[src/hw/uart_pkg.sv]
package uart_pkg;

  // clock cycles per serial bit.
  localparam int BAUD_DIV = 434;

  // offset from the start-bit edge to the middle of the bit.
  localparam int HALF_DIV = BAUD_DIV / 2;

  // bit times to wait for the start bit of a read response.
  localparam int RESP_TIMEOUT_BITS = 32;

  // idle bit times between the address frame and the data frame of a write.
  localparam int GAP_BITS = 1;

  typedef logic [15:0] cmd_t;
  typedef logic [7:0]  byte_t;
  typedef logic [8:0]  baud_cnt_t;

  typedef enum logic [3:0] {
    IDLE,
    JUDGE,
    WR_ADDR_FRAME,
    WR_GAP,
    WR_DATA_FRAME,
    RD_CMD_FRAME,
    RD_WAIT_START,
    RD_DATA_FRAME,
    RD_DONE
  } ctrl_state_t;

endpackage
[src/hw/uart_cmd_top.sv]
`timescale 1ns/1ps

module uart_cmd_top
  import uart_pkg::*;
(
  input  logic  clk,
  input  logic  rst_n,
  input  cmd_t  cmd_in,
  input  logic  cmd_vld,
  input  logic  rx,
  output logic  tx,
  output logic  cmd_rdy,
  output logic  read_rdy,
  output logic  read_err,
  output byte_t read_data
);

  logic  timer_restart;
  logic  timer_half;
  logic  bit_tick;
  logic  tx_load;
  byte_t tx_byte;
  logic  tx_done;
  logic  rx_begin;
  logic  line_low;
  logic  rx_done;
  logic  rx_bad;
  byte_t rx_byte;

  uart_ctrl_fsm i_ctrl (
    .clk           (clk),
    .rst_n         (rst_n),
    .cmd_in        (cmd_in),
    .cmd_vld       (cmd_vld),
    .bit_tick      (bit_tick),
    .tx_done       (tx_done),
    .line_low      (line_low),
    .rx_done       (rx_done),
    .rx_bad        (rx_bad),
    .rx_byte       (rx_byte),
    .cmd_rdy       (cmd_rdy),
    .timer_restart (timer_restart),
    .timer_half    (timer_half),
    .tx_load       (tx_load),
    .tx_byte       (tx_byte),
    .rx_begin      (rx_begin),
    .read_rdy      (read_rdy),
    .read_err      (read_err),
    .read_data     (read_data)
  );

  // one timer paces both directions, since tx and rx never overlap.
  baud_timer i_timer (
    .clk           (clk),
    .rst_n         (rst_n),
    .timer_restart (timer_restart),
    .timer_half    (timer_half),
    .bit_tick      (bit_tick)
  );

  uart_tx_shift i_tx (
    .clk      (clk),
    .rst_n    (rst_n),
    .tx_load  (tx_load),
    .bit_tick (bit_tick),
    .tx_byte  (tx_byte),
    .tx       (tx),
    .tx_done  (tx_done)
  );

  uart_rx_shift i_rx (
    .clk      (clk),
    .rst_n    (rst_n),
    .rx       (rx),
    .rx_begin (rx_begin),
    .bit_tick (bit_tick),
    .line_low (line_low),
    .rx_done  (rx_done),
    .rx_bad   (rx_bad),
    .rx_byte  (rx_byte)
  );

endmodule

[src/hw/uart_ctrl_fsm.sv]
`timescale 1ns/1ps

module uart_ctrl_fsm
  import uart_pkg::*;
(
  input  logic  clk,
  input  logic  rst_n,
  input  cmd_t  cmd_in,
  input  logic  cmd_vld,
  input  logic  bit_tick,
  input  logic  tx_done,
  input  logic  line_low,
  input  logic  rx_done,
  input  logic  rx_bad,
  input  byte_t rx_byte,
  output logic  cmd_rdy,
  output logic  timer_restart,
  output logic  timer_half,
  output logic  tx_load,
  output byte_t tx_byte,
  output logic  rx_begin,
  output logic  read_rdy,
  output logic  read_err,
  output byte_t read_data
);

  ctrl_state_t state;
  ctrl_state_t state_nxt;
  cmd_t        cmd_q;
  logic [5:0]  wait_cnt;
  logic        gap_end;
  logic        timeout;

  assign gap_end = (state == WR_GAP) && bit_tick && (wait_cnt == 6'(GAP_BITS - 1));
  assign timeout = (state == RD_WAIT_START) && !line_low && bit_tick &&
                   (wait_cnt == 6'(RESP_TIMEOUT_BITS - 1));

  always_comb
  begin
    state_nxt     = state;
    timer_restart = 1'b0;
    timer_half    = 1'b0;
    tx_load       = 1'b0;
    rx_begin      = 1'b0;
    unique case (state)
      IDLE:
      begin
        if (cmd_vld)
        begin
          state_nxt = JUDGE;
        end
      end
      JUDGE:
      begin
        tx_load       = 1'b1;
        timer_restart = 1'b1;
        state_nxt     = cmd_q[15] ? WR_ADDR_FRAME : RD_CMD_FRAME;
      end
      WR_ADDR_FRAME:
      begin
        if (tx_done)
        begin
          state_nxt = WR_GAP;
        end
      end
      WR_GAP:
      begin
        // the timer has just reloaded on this tick, so the data frame stays aligned.
        if (gap_end)
        begin
          tx_load   = 1'b1;
          state_nxt = WR_DATA_FRAME;
        end
      end
      WR_DATA_FRAME:
      begin
        if (tx_done)
        begin
          state_nxt = IDLE;
        end
      end
      RD_CMD_FRAME:
      begin
        if (tx_done)
        begin
          state_nxt = RD_WAIT_START;
        end
      end
      RD_WAIT_START:
      begin
        if (line_low)
        begin
          timer_restart = 1'b1;
          timer_half    = 1'b1;
          rx_begin      = 1'b1;
          state_nxt     = RD_DATA_FRAME;
        end
        else if (timeout)
        begin
          state_nxt = RD_DONE;
        end
      end
      RD_DATA_FRAME:
      begin
        if (rx_done)
        begin
          state_nxt = RD_DONE;
        end
      end
      RD_DONE:
      begin
        state_nxt = IDLE;
      end
      default:
      begin
        state_nxt = IDLE;
      end
    endcase
  end

  always_ff @(posedge clk or negedge rst_n)
  begin
    if (!rst_n)
    begin
      state    <= IDLE;
      wait_cnt <= '0;
      read_err <= 1'b0;
    end
    else
    begin
      state <= state_nxt;
      // the wait counter restarts on every state change.
      if (state_nxt != state)
      begin
        wait_cnt <= '0;
      end
      else if (bit_tick && ((state == WR_GAP) || (state == RD_WAIT_START)))
      begin
        wait_cnt <= wait_cnt + 1'b1;
      end
      if (timeout)
      begin
        read_err <= 1'b1;
      end
      else if ((state == RD_DATA_FRAME) && rx_done)
      begin
        read_err <= rx_bad;
      end
    end
  end

  always_ff @(posedge clk)
  begin
    if (cmd_vld && cmd_rdy)
    begin
      cmd_q <= cmd_in;
    end
    if (timeout)
    begin
      read_data <= '0;
    end
    else if ((state == RD_DATA_FRAME) && rx_done)
    begin
      read_data <= rx_byte;
    end
  end

  assign cmd_rdy  = (state == IDLE);
  assign read_rdy = (state == RD_DONE);
  assign tx_byte  = (state == WR_GAP) ? cmd_q[7:0] : cmd_q[15:8];

endmodule

[src/hw/uart_rx_shift.sv]
`timescale 1ns/1ps

module uart_rx_shift
  import uart_pkg::*;
(
  input  logic  clk,
  input  logic  rst_n,
  input  logic  rx,
  input  logic  rx_begin,
  input  logic  bit_tick,
  output logic  line_low,
  output logic  rx_done,
  output logic  rx_bad,
  output byte_t rx_byte
);

  logic       rx_meta;
  logic       rx_sync;
  logic       active;
  logic [3:0] smp_cnt;
  logic       frame_err;
  logic       par_acc;

  always_ff @(posedge clk or negedge rst_n)
  begin
    if (!rst_n)
    begin
      rx_meta <= 1'b1;
      rx_sync <= 1'b1;
    end
    else
    begin
      rx_meta <= rx;
      rx_sync <= rx_meta;
    end
  end

  assign line_low = ~rx_sync;

  // sample 0 is the start bit, 1 to 8 are data, 9 is parity and 10 is the stop bit.
  always_ff @(posedge clk or negedge rst_n)
  begin
    if (!rst_n)
    begin
      active    <= 1'b0;
      smp_cnt   <= '0;
      frame_err <= 1'b0;
      par_acc   <= 1'b0;
    end
    else if (rx_begin)
    begin
      active    <= 1'b1;
      smp_cnt   <= '0;
      frame_err <= 1'b0;
      par_acc   <= 1'b0;
    end
    else if (active && bit_tick)
    begin
      smp_cnt <= smp_cnt + 1'b1;
      if (smp_cnt == 4'd0)
      begin
        frame_err <= rx_sync;
      end
      else if (smp_cnt <= 4'd9)
      begin
        par_acc <= par_acc ^ rx_sync;
      end
      else
      begin
        active <= 1'b0;
      end
    end
  end

  always_ff @(posedge clk)
  begin
    if (active && bit_tick && (smp_cnt >= 4'd1) && (smp_cnt <= 4'd8))
    begin
      rx_byte <= {rx_sync, rx_byte[7:1]};
    end
  end

  assign rx_done = active && bit_tick && (smp_cnt == 4'd10);

  // odd parity over data plus parity bit is an error, as is a low stop bit.
  assign rx_bad = frame_err | par_acc | ~rx_sync;

endmodule

[src/hw/uart_tx_shift.sv]
`timescale 1ns/1ps

module uart_tx_shift
  import uart_pkg::*;
(
  input  logic  clk,
  input  logic  rst_n,
  input  logic  tx_load,
  input  logic  bit_tick,
  input  byte_t tx_byte,
  output logic  tx,
  output logic  tx_done
);

  logic [10:0] frame;
  logic [3:0]  bit_cnt;
  logic        busy;

  // frame[0] is the bit on the line, so the start bit shows right after the load.
  always_ff @(posedge clk or negedge rst_n)
  begin
    if (!rst_n)
    begin
      frame   <= '1;
      bit_cnt <= '0;
      busy    <= 1'b0;
    end
    else if (tx_load)
    begin
      frame   <= {1'b1, ^tx_byte, tx_byte, 1'b0};
      bit_cnt <= '0;
      busy    <= 1'b1;
    end
    else if (busy && bit_tick)
    begin
      frame <= {1'b1, frame[10:1]};
      if (bit_cnt == 4'd10)
      begin
        busy <= 1'b0;
      end
      else
      begin
        bit_cnt <= bit_cnt + 1'b1;
      end
    end
  end

  assign tx = frame[0];

  // the eleventh tick closes the stop bit.
  assign tx_done = busy && bit_tick && (bit_cnt == 4'd10);

endmodule

[src/hw/baud_timer.sv]
`timescale 1ns/1ps

module baud_timer
  import uart_pkg::*;
(
  input  logic clk,
  input  logic rst_n,
  input  logic timer_restart,
  input  logic timer_half,
  output logic bit_tick
);

  baud_cnt_t cnt;

  // the counter runs freely; a restart realigns it to a new bit edge.
  always_ff @(posedge clk or negedge rst_n)
  begin
    if (!rst_n)
    begin
      cnt <= baud_cnt_t'(BAUD_DIV - 1);
    end
    else if (timer_restart)
    begin
      cnt <= timer_half ? baud_cnt_t'(HALF_DIV - 1) : baud_cnt_t'(BAUD_DIV - 1);
    end
    else if (cnt == '0)
    begin
      cnt <= baud_cnt_t'(BAUD_DIV - 1);
    end
    else
    begin
      cnt <= cnt - 1'b1;
    end
  end

  assign bit_tick = (cnt == '0);

endmodule

[config.mk]
export PLATFORM = sky130hd
export DESIGN_NAME = uart_cmd_top
export DESIGN_NICKNAME = d
export VERILOG_FILES = /design/src/hw/uart_pkg.sv /design/src/hw/uart_cmd_top.sv /design/src/hw/uart_ctrl_fsm.sv /design/src/hw/uart_rx_shift.sv /design/src/hw/uart_tx_shift.sv /design/src/hw/baud_timer.sv
export SDC_FILE = /design/constraint.sdc
export NUM_CORES = 1
export LEC_CHECK = 0
export BUFFER_PORTS_ARGS = -buffer_cell sky130_fd_sc_hd__buf_2
export CELL_PAD_IN_SITES_DETAIL_PLACEMENT = 0
export CELL_PAD_IN_SITES_GLOBAL_PLACEMENT = 1
export CORE_ASPECT_RATIO = 1.4
export CORE_MARGIN = 5
export CORE_UTILIZATION = 51
export CTS_CLUSTER_SIZE = 28
export DETAILED_ROUTE_END_ITERATION = 12
export HOLD_SLACK_MARGIN = 0.03
export PLACE_DENSITY = 0.82
export SLEW_MARGIN = 20
export SYNTH_ARGS = -nofsm -noshare
export SYNTH_HDL_FRONTEND = slang
export SYNTH_SLANG_ARGS = --single-unit
[constraint.sdc]
create_clock -name clk -period 4.8 [get_ports clk]
set_clock_uncertainty 0.2 [all_clocks]
set_input_delay 0.24 -clock clk [delete_from_list [all_inputs] [get_ports clk]]
set_output_delay 0.24 -clock clk [all_outputs]
set_load 0.02 [all_outputs]
* Word level (Yosys, flattened, before mapping)
Cells that the tools add are included.
** Word-level totals
- Register bits after elaboration :: 77
- Latch bits :: 0
- Bits in writable memories :: 0
- ROM bits :: 0
- Input port bits :: 20
- Output and inout port bits :: 12
- Logic and storage cells :: 118
- Memories :: 0
** Cells by class
- Add/subtract/negate cells :: 4
- $mul :: 0
- Div/mod/pow operators :: 0
- Order comparisons :: 3
- Equality and inequality tests :: 15
- Shifts and indexed selects :: 0
- Mux-type cells :: 44
- Bitwise logic cells :: 4
- Reduce and logical (&&, ||, !) cells :: 32
** Operator list (number)
- two-way mux 4 bit :: 13
- one-hot mux 4 bit (8 select lines) :: 1
- two-way mux 9 bit :: 3
- two-way mux 11 bit :: 2
- two-way mux 1 bit :: 19
- equality test 4 x 3 -> 1 bit (second input constant) :: 4
- logical AND 1 bit :: 14
- nonzero test 2 bit :: 7
- equality test 4 bit (second input constant) :: 3
- two-way mux 6 bit :: 2
- logical NOT 9 bit :: 1
- subtractor 9 x 1 -> 9 bit (second input constant) :: 1
- adder 4 x 1 -> 4 bit (second input constant) :: 2
- equality test 4 x 2 -> 1 bit (second input constant) :: 2
- less-or-equal comparator 4 bit (second input constant) :: 2
- logical NOT 4 bit :: 2
- two-way mux 8 bit :: 1
- parity 8 bit :: 1
- adder 6 x 1 -> 6 bit (second input constant) :: 1
- equality test 6 x 5 -> 1 bit (second input constant) :: 1
- logical NOT 6 bit :: 1
- != test 2 bit (second input constant) :: 3
- AND reduction 2 bit :: 3
- AND reduction 3 bit :: 2
- other kinds (9) :: 11

* Longest topological paths before layout
Gate-level depths: netlist of run 1.
- Depth after elaboration :: 9
- Gate-level depth with buffers :: 9
- Gate-level depth less buffers :: 8

* By module
A second synthesis of run 1 with hierarchy kept.
** Second synthesis, totals
- Cell total of the unflattened synthesis :: 327
- Area, all modules :: 3783.6 µm²
** By module, submodules not included
- uart_ctrl_fsm :: times used 1, cells an instance 152, area an instance 1795.5 µm², seq. area each 915.9 µm²
- uart_tx_shift :: times used 1, cells an instance 76, area an instance 787.0 µm², seq. area each 387.9 µm²
- uart_rx_shift :: times used 1, cells an instance 56, area an instance 754.5 µm², seq. area each 467.9 µm²
- baud_timer :: times used 1, cells an instance 43, area an instance 446.7 µm², seq. area each 231.5 µm²

* Worst setup path before layout of run 1
Ideal clock, no wire load.
- Kind :: register -> register
- From :: reg i_ctrl.wait_cnt[0]
- To :: reg i_tx.frame[5]
- Setup time :: 0.075 ns
- Arrival :: 2.593 ns
- Data required time :: 4.525 ns
- Setup slack :: 1.933 ns
- Stages on the path, launching flop included :: 8
- Path buffers :: 1
- Period minus slack after synthesis :: 2.867 ns
- Path through :: dfrtp_1 > inv_1 > ha_1 > or4b_2 > or4_4 > a2111oi_4 > buf_6 > mux2i_1
** Between the ends
- Cells in the longest elaborated chain, start to end :: 5
- Elaborated cells on any way between the ends :: 6
- Those cells by class :: 3 x mux; 3 x reduce/logical
** RTL lines
- from (decl) :: RTL line uart_ctrl_fsm.sv:30 : logic [5:0] wait_cnt;
- from (signal assigned) :: RTL line uart_ctrl_fsm.sv:139 : wait_cnt <= wait_cnt + 1'b1;
- logical NOT 6 bit (*) :: RTL line uart_ctrl_fsm.sv:34 : assign gap_end = (state == WR_GAP) && bit_tick && (wait_cnt == 6'(GAP_BITS - 1));
- logical AND 1 bit (*) :: RTL line uart_ctrl_fsm.sv:34
- two-way mux 1 bit (*) :: RTL line uart_ctrl_fsm.sv:69 : if (gap_end)
- one-hot mux 1 bit (2 select lines) (*) :: RTL line uart_ctrl_fsm.sv:45 : unique case (state)
- two-way mux 11 bit or nonzero test 2 bit (tied branches)
- to (signal assigned) :: RTL line uart_tx_shift.sv:30 : frame <= {1'b1, ^tx_byte, tx_byte, 1'b0};
- to (signal assigned) :: RTL line uart_tx_shift.sv:36 : frame <= {1'b1, frame[10:1]};
- to (decl) :: RTL line uart_tx_shift.sv:15 : logic [10:0] frame;
Every way passes the cells marked *; elsewhere a longest branch is shown, timed or not.
A chain may end at the register's enable or synchronous reset.

* Final worst setup path of run 1
- From :: reg i_timer.cnt[1]
- To :: reg i_ctrl.wait_cnt[5]
** Between the ends
- Cells in the longest elaborated chain, start to end :: 8
- Elaborated cells on any way between the ends :: 21
- Those cells by class :: 1 x eq/ne; 9 x mux; 11 x reduce/logical
** RTL lines
- from (decl) :: RTL line baud_timer.sv:13 : baud_cnt_t cnt;
- from (signal assigned) :: RTL line baud_timer.sv:20 : cnt <= baud_cnt_t'(BAUD_DIV - 1);
- from (signal assigned) :: RTL line baud_timer.sv:24 : cnt <= timer_half ? baud_cnt_t'(HALF_DIV - 1) : baud_cnt_t'(BAUD_DIV - 1);
- from (signal assigned) :: RTL line baud_timer.sv:28 : cnt <= baud_cnt_t'(BAUD_DIV - 1);
- logical NOT 9 bit (*) :: RTL line baud_timer.sv:36 : assign bit_tick = (cnt == '0);
- logical AND 1 bit (2 in series) :: RTL line uart_ctrl_fsm.sv:35 : assign timeout = (state == RD_WAIT_START) && !line_low && bit_tick &&
- two-way mux 4 bit :: RTL line uart_ctrl_fsm.sv:98 : else if (timeout)
- two-way mux 4 bit :: RTL line uart_ctrl_fsm.sv:91 : if (line_low)
- one-hot mux 4 bit (8 select lines) :: RTL line uart_ctrl_fsm.sv:45
- != test 4 bit :: RTL line uart_ctrl_fsm.sv:133 : if (state_nxt != state)
- two-way mux 6 bit or nonzero test 2 bit (tied branches)
Marks and branches as above.

==> results.sh, run 1 <==
export IMPL_clk_pin_slew_ns=0.08
export IMPL_wl_per_cell_um=15.0
export IMPL_r2r_slack_ns=1.58
export IMPL_grt_pass1_vias=2602
export IMPL_num_vias=2535
export IMPL_final_core_util=0.618
export IMPL_startpoint_type="flip-flop"
export IMPL_mostFrequentLayoutCell="nor2_1"
export IMPL_grt_max_degree=45
export IMPL_post_cts_buffers=0
export IMPL_outcome="finished, final reports clean"
export IMPL_vias_per_cell=5.30
export IMPL_synth_edff_count=24
export IMPL_post_route_drc_count=0
export IMPL_avgSynthCellArea_um2=11.3
export IMPL_peakVddDrop_uv=281
export IMPL_core_area_um2=7030
export IMPL_pwr_share_clk=0.248
export IMPL_synthCells=325
export IMPL_crit_type="flip-flop to flip-flop"
export IMPL_switching_power_mw=0.685
export IMPL_drt_iter0_markers=106
export IMPL_reg2regPathDepth=8
export IMPL_antenna_found_initial=0
export IMPL_io_buffers=31
export IMPL_critPathArrivalTime_ns=3.25
export IMPL_tightest_slew_ns=1.09
export IMPL_period_share=0.671
export IMPL_dp_hpwl_um=4940
export IMPL_grt_usage=0.179
export IMPL_crit_required_ns=4.83
export IMPL_chipHeight_um=111
export IMPL_dieArea_um2=9050
export IMPL_fin_nets=408
export IMPL_cts_sinks=76
export IMPL_hold_slack_ns=0.113
export IMPL_rsz0062_at_grt="false"
export IMPL_worstSetupEndpoint="i_ctrl.wait_cnt[5]"
export IMPL_syn_cell_area_um2=3690
export IMPL_num_rows=36
export IMPL_overflow=0
export IMPL_ys_seq_area_frac=0.543
export IMPL_cp_max_fo=11
export IMPL_drive_above_1_share=0.206
export IMPL_firstDrtPassIters=4
export IMPL_drv_slew=0
export IMPL_synth_seq_cells=76
export IMPL_maxCapViolCount=0
export IMPL_min_period_ns=3.22
export IMPL_top_level_ports=32
export IMPL_gp_congestion=0.808
export IMPL_ant_nets=0
export IMPL_fin_area_um2=4340
export IMPL_worstSetupStartpoint="i_timer.cnt[1]"
export IMPL_cts_root_buffer="clkbuf_8"
export IMPL_die_x_um=81.9
export IMPL_stdcell_count=478
export IMPL_fmax_mhz=310
export IMPL_leakage_nw=1.71
export IMPL_power_density_nw_per_um2=470
export IMPL_finalSetupViolCount=0
export IMPL_clock_path_buffers=2
export IMPL_yosysWarnings=0
export IMPL_postCtsHoldBufs=18
export IMPL_synth_net_count=355
export IMPL_seq_power_share=0.466
export IMPL_cts_buffers=9
export IMPL_r2r_end="i_ctrl.wait_cnt[5]"
export IMPL_area_growth_pct=17.9
export IMPL_async_flop_share=0.579
export IMPL_setup_tns_final_ns=0
export IMPL_final_cell_mix="nor2_1, mux2i_1, buf_2"
export IMPL_holdPathStages=4
export IMPL_num_antenna_cells=0
export IMPL_hold_path_class="input port to flip-flop"
export IMPL_clk_latency_ns=0.36
export IMPL_htreeDepth=3
export IMPL_intPower_mw=1.36
export IMPL_cts_tree="yes"
export IMPL_reg2reg_from="i_timer.cnt[1]"
export IMPL_hold_viol_final=0
export IMPL_post_cts_resized=0
export IMPL_dp_cells=443
export IMPL_critPathCaptureType="flip-flop"
export IMPL_finalWirelength_um=7170
export IMPL_p_sw_frac=0.335
export IMPL_place_area_um2=3940
export IMPL_synthFlopType="dfrtp_1"
export IMPL_grt_pass1_wl_um=12400
export IMPL_pwr_share_comb=0.285
export IMPL_ys_types=49
export IMPL_initial_utilization=0.525
export IMPL_max_slew_margin=0.273
power groups by stage:
stage	Sequential (mW)	Combinational, mW	Clock (mW)
floorplan	0.911	0.484	0
global placement	0.956	0.560	0
detailed placement	0.963	0.567	0
CTS	0.952	0.582	0.519
global route	0.967	0.652	0.555
finish	0.952	0.583	0.507
worst max-delay path, cell delays in order (launching register included):
cell	delay, ns
dfrtp_1	0.39
inv_1	0.10
ha_1	0.17
or4b_1	0.54
nor4_1	0.48
nor2b_1	0.70
nor3_1	0.11
a21bo_2	0.32
nor3_1	0.08
per-layer routing:
layer	up-vias	wire length, µm	GRT usage
met5	-	0	0
met4	0	126	0.0743
met3	9	391	0.0489
met2	53	3630	0.289
met1	1213	3020	0.222
li1	1260	-	-
cells in the mapped netlist, types with 3 or more instances:
cell / count / area share
a21oi_1: 12 / 0.016
clkbuf_1: 6 / 0.0061
dfrtp_1: 27 / 0.18
dfstp_2: 17 / 0.12
dfxtp_1: 8 / 0.043
edfxtp_1: 24 / 0.20
ha_1: 10 / 0.034
inv_1: 11 / 0.011
mux2i_1: 35 / 0.095
nand2_1: 19 / 0.019
nand2b_1: 4 / 0.0068
nand3_1: 8 / 0.011
nand3b_1: 5 / 0.010
nor2_1: 39 / 0.040
nor3_1: 14 / 0.019
nor4_1: 7 / 0.012
o21ai_0: 7 / 0.0095
or3_1: 3 / 0.0051
xnor2_1: 25 / 0.059
xor2_1: 7 / 0.017
worst min-delay path by stage:
stage,startpoint,end,slack [ns]
after floorplan,rst_n,i_ctrl.read_err,-0.26
final,cmd_vld,i_ctrl.state[0],0.11
after CTS,cmd_vld,i_ctrl.state[0],0.09
after global placement,i_rx.rx_meta,i_rx.rx_sync,0.15
after detailed placement,i_rx.rx_meta,i_rx.rx_sync,0.15
after global routing,cmd_vld,i_ctrl.state[0],0.14
area by class of cell:
cell class | count | area [µm²]
fillers | 572 | 2680
flip-flops and latches | 76 | 2000
multi-input cells | 228 | 1610
repair buffers | 52 | 364
clock buffers | 10 | 138
well taps | 95 | 119
clock inverters | 6 | 68.8
inverters | 11 | 41.3
stage by stage:
stage / worst slack [ns] / power (mW)
2_1_floorplan: 1.93 / 1.40
3_3_place_gp: 1.54 / 1.52
3_5_place_dp: 1.50 / 1.53
4_1_cts: 1.46 / 2.05
5_1_grt: 1.35 / 2.17
6_report: 1.58 / 2.04
flip-flops by register name (all words and copies together), names as in the netlist, 6 cells and up:
signal	flops
i_ctrl.cmd_q	16
i_tx.frame	10
i_timer.cnt	9
i_ctrl.read_data	8
i_ctrl.wait_cnt	6
i_rx.rx_byte	8
kinds of logic after synthesis:
kind of cell               count (synthesis)  share of synthesized area
and+or+nand+nor                          117                      0.161
DFF                                       76                      0.543
muxes                                     36                     0.0981
AOI/OAI and AO/OA                         33                     0.0635
xor gates and xnor gates                  32                     0.0760
buffers and inverters                     21                     0.0238
adders and majority gates                 10                     0.0339
Power figures use the tool's default switching activity.
==> run 2, diff against run 1 <==
--- a/config.mk
+++ b/config.mk
@@ -5,16 +5,17 @@
 export SDC_FILE = /design/constraint.sdc
 export NUM_CORES = 1
 export LEC_CHECK = 0
+export ABC_AREA = 1
 export BUFFER_PORTS_ARGS = -buffer_cell sky130_fd_sc_hd__buf_2
 export CELL_PAD_IN_SITES_DETAIL_PLACEMENT = 0
 export CELL_PAD_IN_SITES_GLOBAL_PLACEMENT = 1
 export CORE_ASPECT_RATIO = 1.4
 export CORE_MARGIN = 5
-export CORE_UTILIZATION = 51
+export CORE_UTILIZATION = 42
 export CTS_CLUSTER_SIZE = 28
 export DETAILED_ROUTE_END_ITERATION = 12
 export HOLD_SLACK_MARGIN = 0.03
-export PLACE_DENSITY = 0.82
+export PLACE_DENSITY = 0.74
 export SLEW_MARGIN = 20
 export SYNTH_ARGS = -nofsm -noshare
 export SYNTH_HDL_FRONTEND = slang
==> constraint.sdc (replaced) <==
create_clock -name clk -period 2.65 [get_ports clk]
set_clock_uncertainty 0.2 [all_clocks]
set_input_delay 0.1325 -clock clk [delete_from_list [all_inputs] [get_ports clk]]
set_output_delay 0.1325 -clock clk [all_outputs]
set_load 0.02 [all_outputs]
==> run 2 against run 1 <==
First-iteration DRC count fell by 3.8%. Count of clock-buffer cells in the layout fell by 1. Largest cell class unchanged. Register-to-register slack got worse by 1.3 ns. Die area rose by 23%. Fmax rose by 38%. Power rose by 100%. Flip-flop and latch count did not move. Highest routed layer unchanged. Critical path depth rose by 3. Via count rose by 9.3%. Worst hold slack got worse by 0.064 ns.
==> results.sh, run 2 <==
export IMPL_outcome="finished, final reports clean"
export IMPL_pre_cts_ws_ns=0.336
export IMPL_cp_max_fo=11
export IMPL_reg2reg_from="i_timer.cnt[0]"
export IMPL_reg2regPathDepth=11
export IMPL_mostFrequentLayoutCell="nand2_1"
export IMPL_overflow=0
export IMPL_synth_edff_count=24
export IMPL_synth_seq_cells=76
export IMPL_finalSetupViolCount=0
export IMPL_top_level_ports=32
export IMPL_place_area_um2=4070
export IMPL_hold_viol_final=0
export IMPL_min_period_ns=2.33
export IMPL_critPathArrivalTime_ns=2.35
export IMPL_num_antenna_cells=0
export IMPL_rsz0062_at_grt="false"
export IMPL_synthFlopType="dfrtp_1"
export IMPL_fill_cells=834
export IMPL_post_route_drc_count=0
export IMPL_cp_common_cell="inv_1"
export IMPL_grt_pass1_wl_um=13200
export IMPL_synth_net_count=441
export IMPL_synth_compound_area_frac=0.0894
export IMPL_post_cts_buffers=0
export IMPL_avgSynthCellArea_um2=9.29
export IMPL_post_cts_resized=0
export IMPL_tightest_slew_ns=0.933
export IMPL_chipHeight_um=123
export IMPL_crit_required_ns=2.67
export IMPL_max_stage_delay_ns=0.53
export IMPL_regMostFlops="i_ctrl.cmd_q"
export IMPL_final_core_util=0.506
export IMPL_dp_hpwl_um=5550
export IMPL_core_area_um2=8980
export IMPL_dieArea_um2=11100
export IMPL_synth_fa_ha_area_frac=0.0328
export IMPL_max_slew_margin=0.378
export IMPL_cts_buffers=9
export IMPL_critPathCaptureType="flip-flop"
export IMPL_ys_seq_area_frac=0.525
export IMPL_ys_types=41
export IMPL_drive_above_1_share=0.245
export IMPL_wl_per_cell_um=13.4
export IMPL_synthCells=411
export IMPL_critPathSlowestCell="dfstp_2"
export IMPL_synth_top_area_cell="edfxtp_1"
export IMPL_hold_path_startpoint="cmd_vld"
export IMPL_period_share=0.879
export IMPL_synth_top_family_by_area="simple AND/OR/NAND/NOR gates"
export IMPL_path_cells="inv_1, ha_1, inv_1, nor2_1, nand2_2, nor2_8, nand2_4, clkinv_2, nand3_2, clkinv_1, or2_2"
export IMPL_drt_iter0_markers=102
export IMPL_fin_area_um2=4540
export IMPL_cts_tree="yes"
export IMPL_cts_root_buffer="clkbuf_16"
export IMPL_synthMostInstantiatedCell="nand2_1"
export IMPL_final_cell_mix="nand2_1, inv_1, nor2_1"
export IMPL_hold_path_end="i_ctrl.state[0]"
export IMPL_power_density_nw_per_um2=911
export IMPL_synth_top_area_frac=0.189
export IMPL_hold_path_class="input port to flip-flop"
export IMPL_clock_path_buffers=2
export IMPL_holdPathStages=7
export IMPL_r2r_slack_ns=0.32
export IMPL_largest_reg_flops=16
export IMPL_fmax_mhz=429
export IMPL_r2r_end="i_ctrl.state[3]"
export IMPL_fin_nets=498
export IMPL_firstDrtPassIters=4
export IMPL_area_growth_pct=18.9
export IMPL_gp_congestion=0.826
export IMPL_grt_max_degree=41
export IMPL_cts_sinks=76
export IMPL_vias_per_cell=4.78
export IMPL_grt_usage=0.152
export IMPL_startpoint_type="flip-flop"
export IMPL_antenna_found_initial=0
export IMPL_num_vias=2770
export IMPL_initial_utilization=0.425
export IMPL_leakage_nw=2.12
export IMPL_peakVddDrop_uv=629
export IMPL_postCtsHoldBufs=18
export IMPL_ff_latch_area_um2=2000
export IMPL_clk_pin_slew_ns=0.06
export IMPL_synth_simple_area_share=0.248
export IMPL_ant_nets=0
export IMPL_worst_slack_ns=0.321
export IMPL_worstSetupStartpoint="i_timer.cnt[0]"
export IMPL_clk_latency_ns=0.33
export IMPL_setup_tns_final_ns=0
export IMPL_crit_type="flip-flop to flip-flop"
export IMPL_drv_slew=0
export IMPL_io_buffers=31
export IMPL_synthXorXnorAreaFrac=0.0367
export IMPL_synth_common_cells="nand2_1, inv_1, nor2_1"
export IMPL_finalWirelength_um=7790
export IMPL_yosys_top_cells_area="edfxtp_1, dfrtp_1, dfstp_2, nand2_1, inv_1"
export IMPL_power_mw=4.14
export IMPL_die_x_um=90.6
export IMPL_maxCapViolCount=0
export IMPL_syn_cell_area_um2=3820
export IMPL_top_regs="i_ctrl.cmd_q (16), i_tx.frame (10), i_timer.cnt (9)"
export IMPL_yosysWarnings=0
export IMPL_multiInputGateArea_um2=1560
export IMPL_grt_pass1_vias=2857
export IMPL_htreeDepth=3
export IMPL_synthMuxAreaShare=0
export IMPL_async_flop_share=0.579
export IMPL_num_rows=41
-- run 2: cell count changes after synthesis, moves of 9 or more --
| cell | delta |
|---|---|
| mux2i_1 | -35 |
| nand3_1 | +9 |
| nor3_1 | -10 |
| nand2_2 | +15 |
| xnor2_1 | -21 |
| nand2_1 | +81 |
| inv_1 | +33 |
-- run 2: metal layers --
metal	track usage	up-vias	wire, µm
met3	0.0368	15	225
met2	0.266	33	4010
met1	0.174	1281	3340
li1	-	1441	-
met5	0	-	0
met4	0.0745	0	216
-- run 2: area by class of cell --
type,count,share of cell area
well taps,107,0.0295
multi-input cells,277,0.343
flip-flops and latches,76,0.441
repair buffers,52,0.0788
clock inverters,7,0.0146
inverters,52,0.0438
clock buffers,9,0.0496
-- run 2: worst max path at each step --
stage,slack [ns],endpoint
finish,0.32,i_ctrl.state[3]
global route,0.11,i_ctrl.state[3]
CTS,0.31,i_ctrl.state[3]
detailed placement,0.34,i_ctrl.state[3]
global placement,0.38,i_ctrl.state[3]
floorplan,0.35,i_rx.rx_byte[0]
-- run 2: cell families (layout without fill, tap and decap cells) --
logic type,Yosys count,after routing
buffers and inverters,58,120
AOI/OAI and AO/OA,53,53
DFF,76,76
xor gates and xnor gates,16,16
and+or+nand+nor,198,198
adders and majority gates,10,10
-- run 2: critical path: cells and delay by family (launching register included) --
family	cells	cell delay [ns]
fa+ha+maj	1	0.21
buf+inv	4	0.45
flops	1	0.53
simple gates	6	0.81
-- run 2: power breakdown --
part / leakage, nW / internal, mW / total (mW) / switching [mW]
Combinational: 1.15 / 0.449 / 1.27 / 0.820
Sequential: 0.818 / 1.52 / 1.67 / 0.150
Clock: 0.145 / 0.725 / 1.20 / 0.474
-- run 2: per-stage QoR --
step,cells,hold WS [ns]
4_1_cts,580,0.0357
5_1_grt,580,0.0686
3_3_place_gp,546,0.0376
3_5_place_dp,546,0.0456
2_1_floorplan,411,-0.363
6_report,580,0.0492
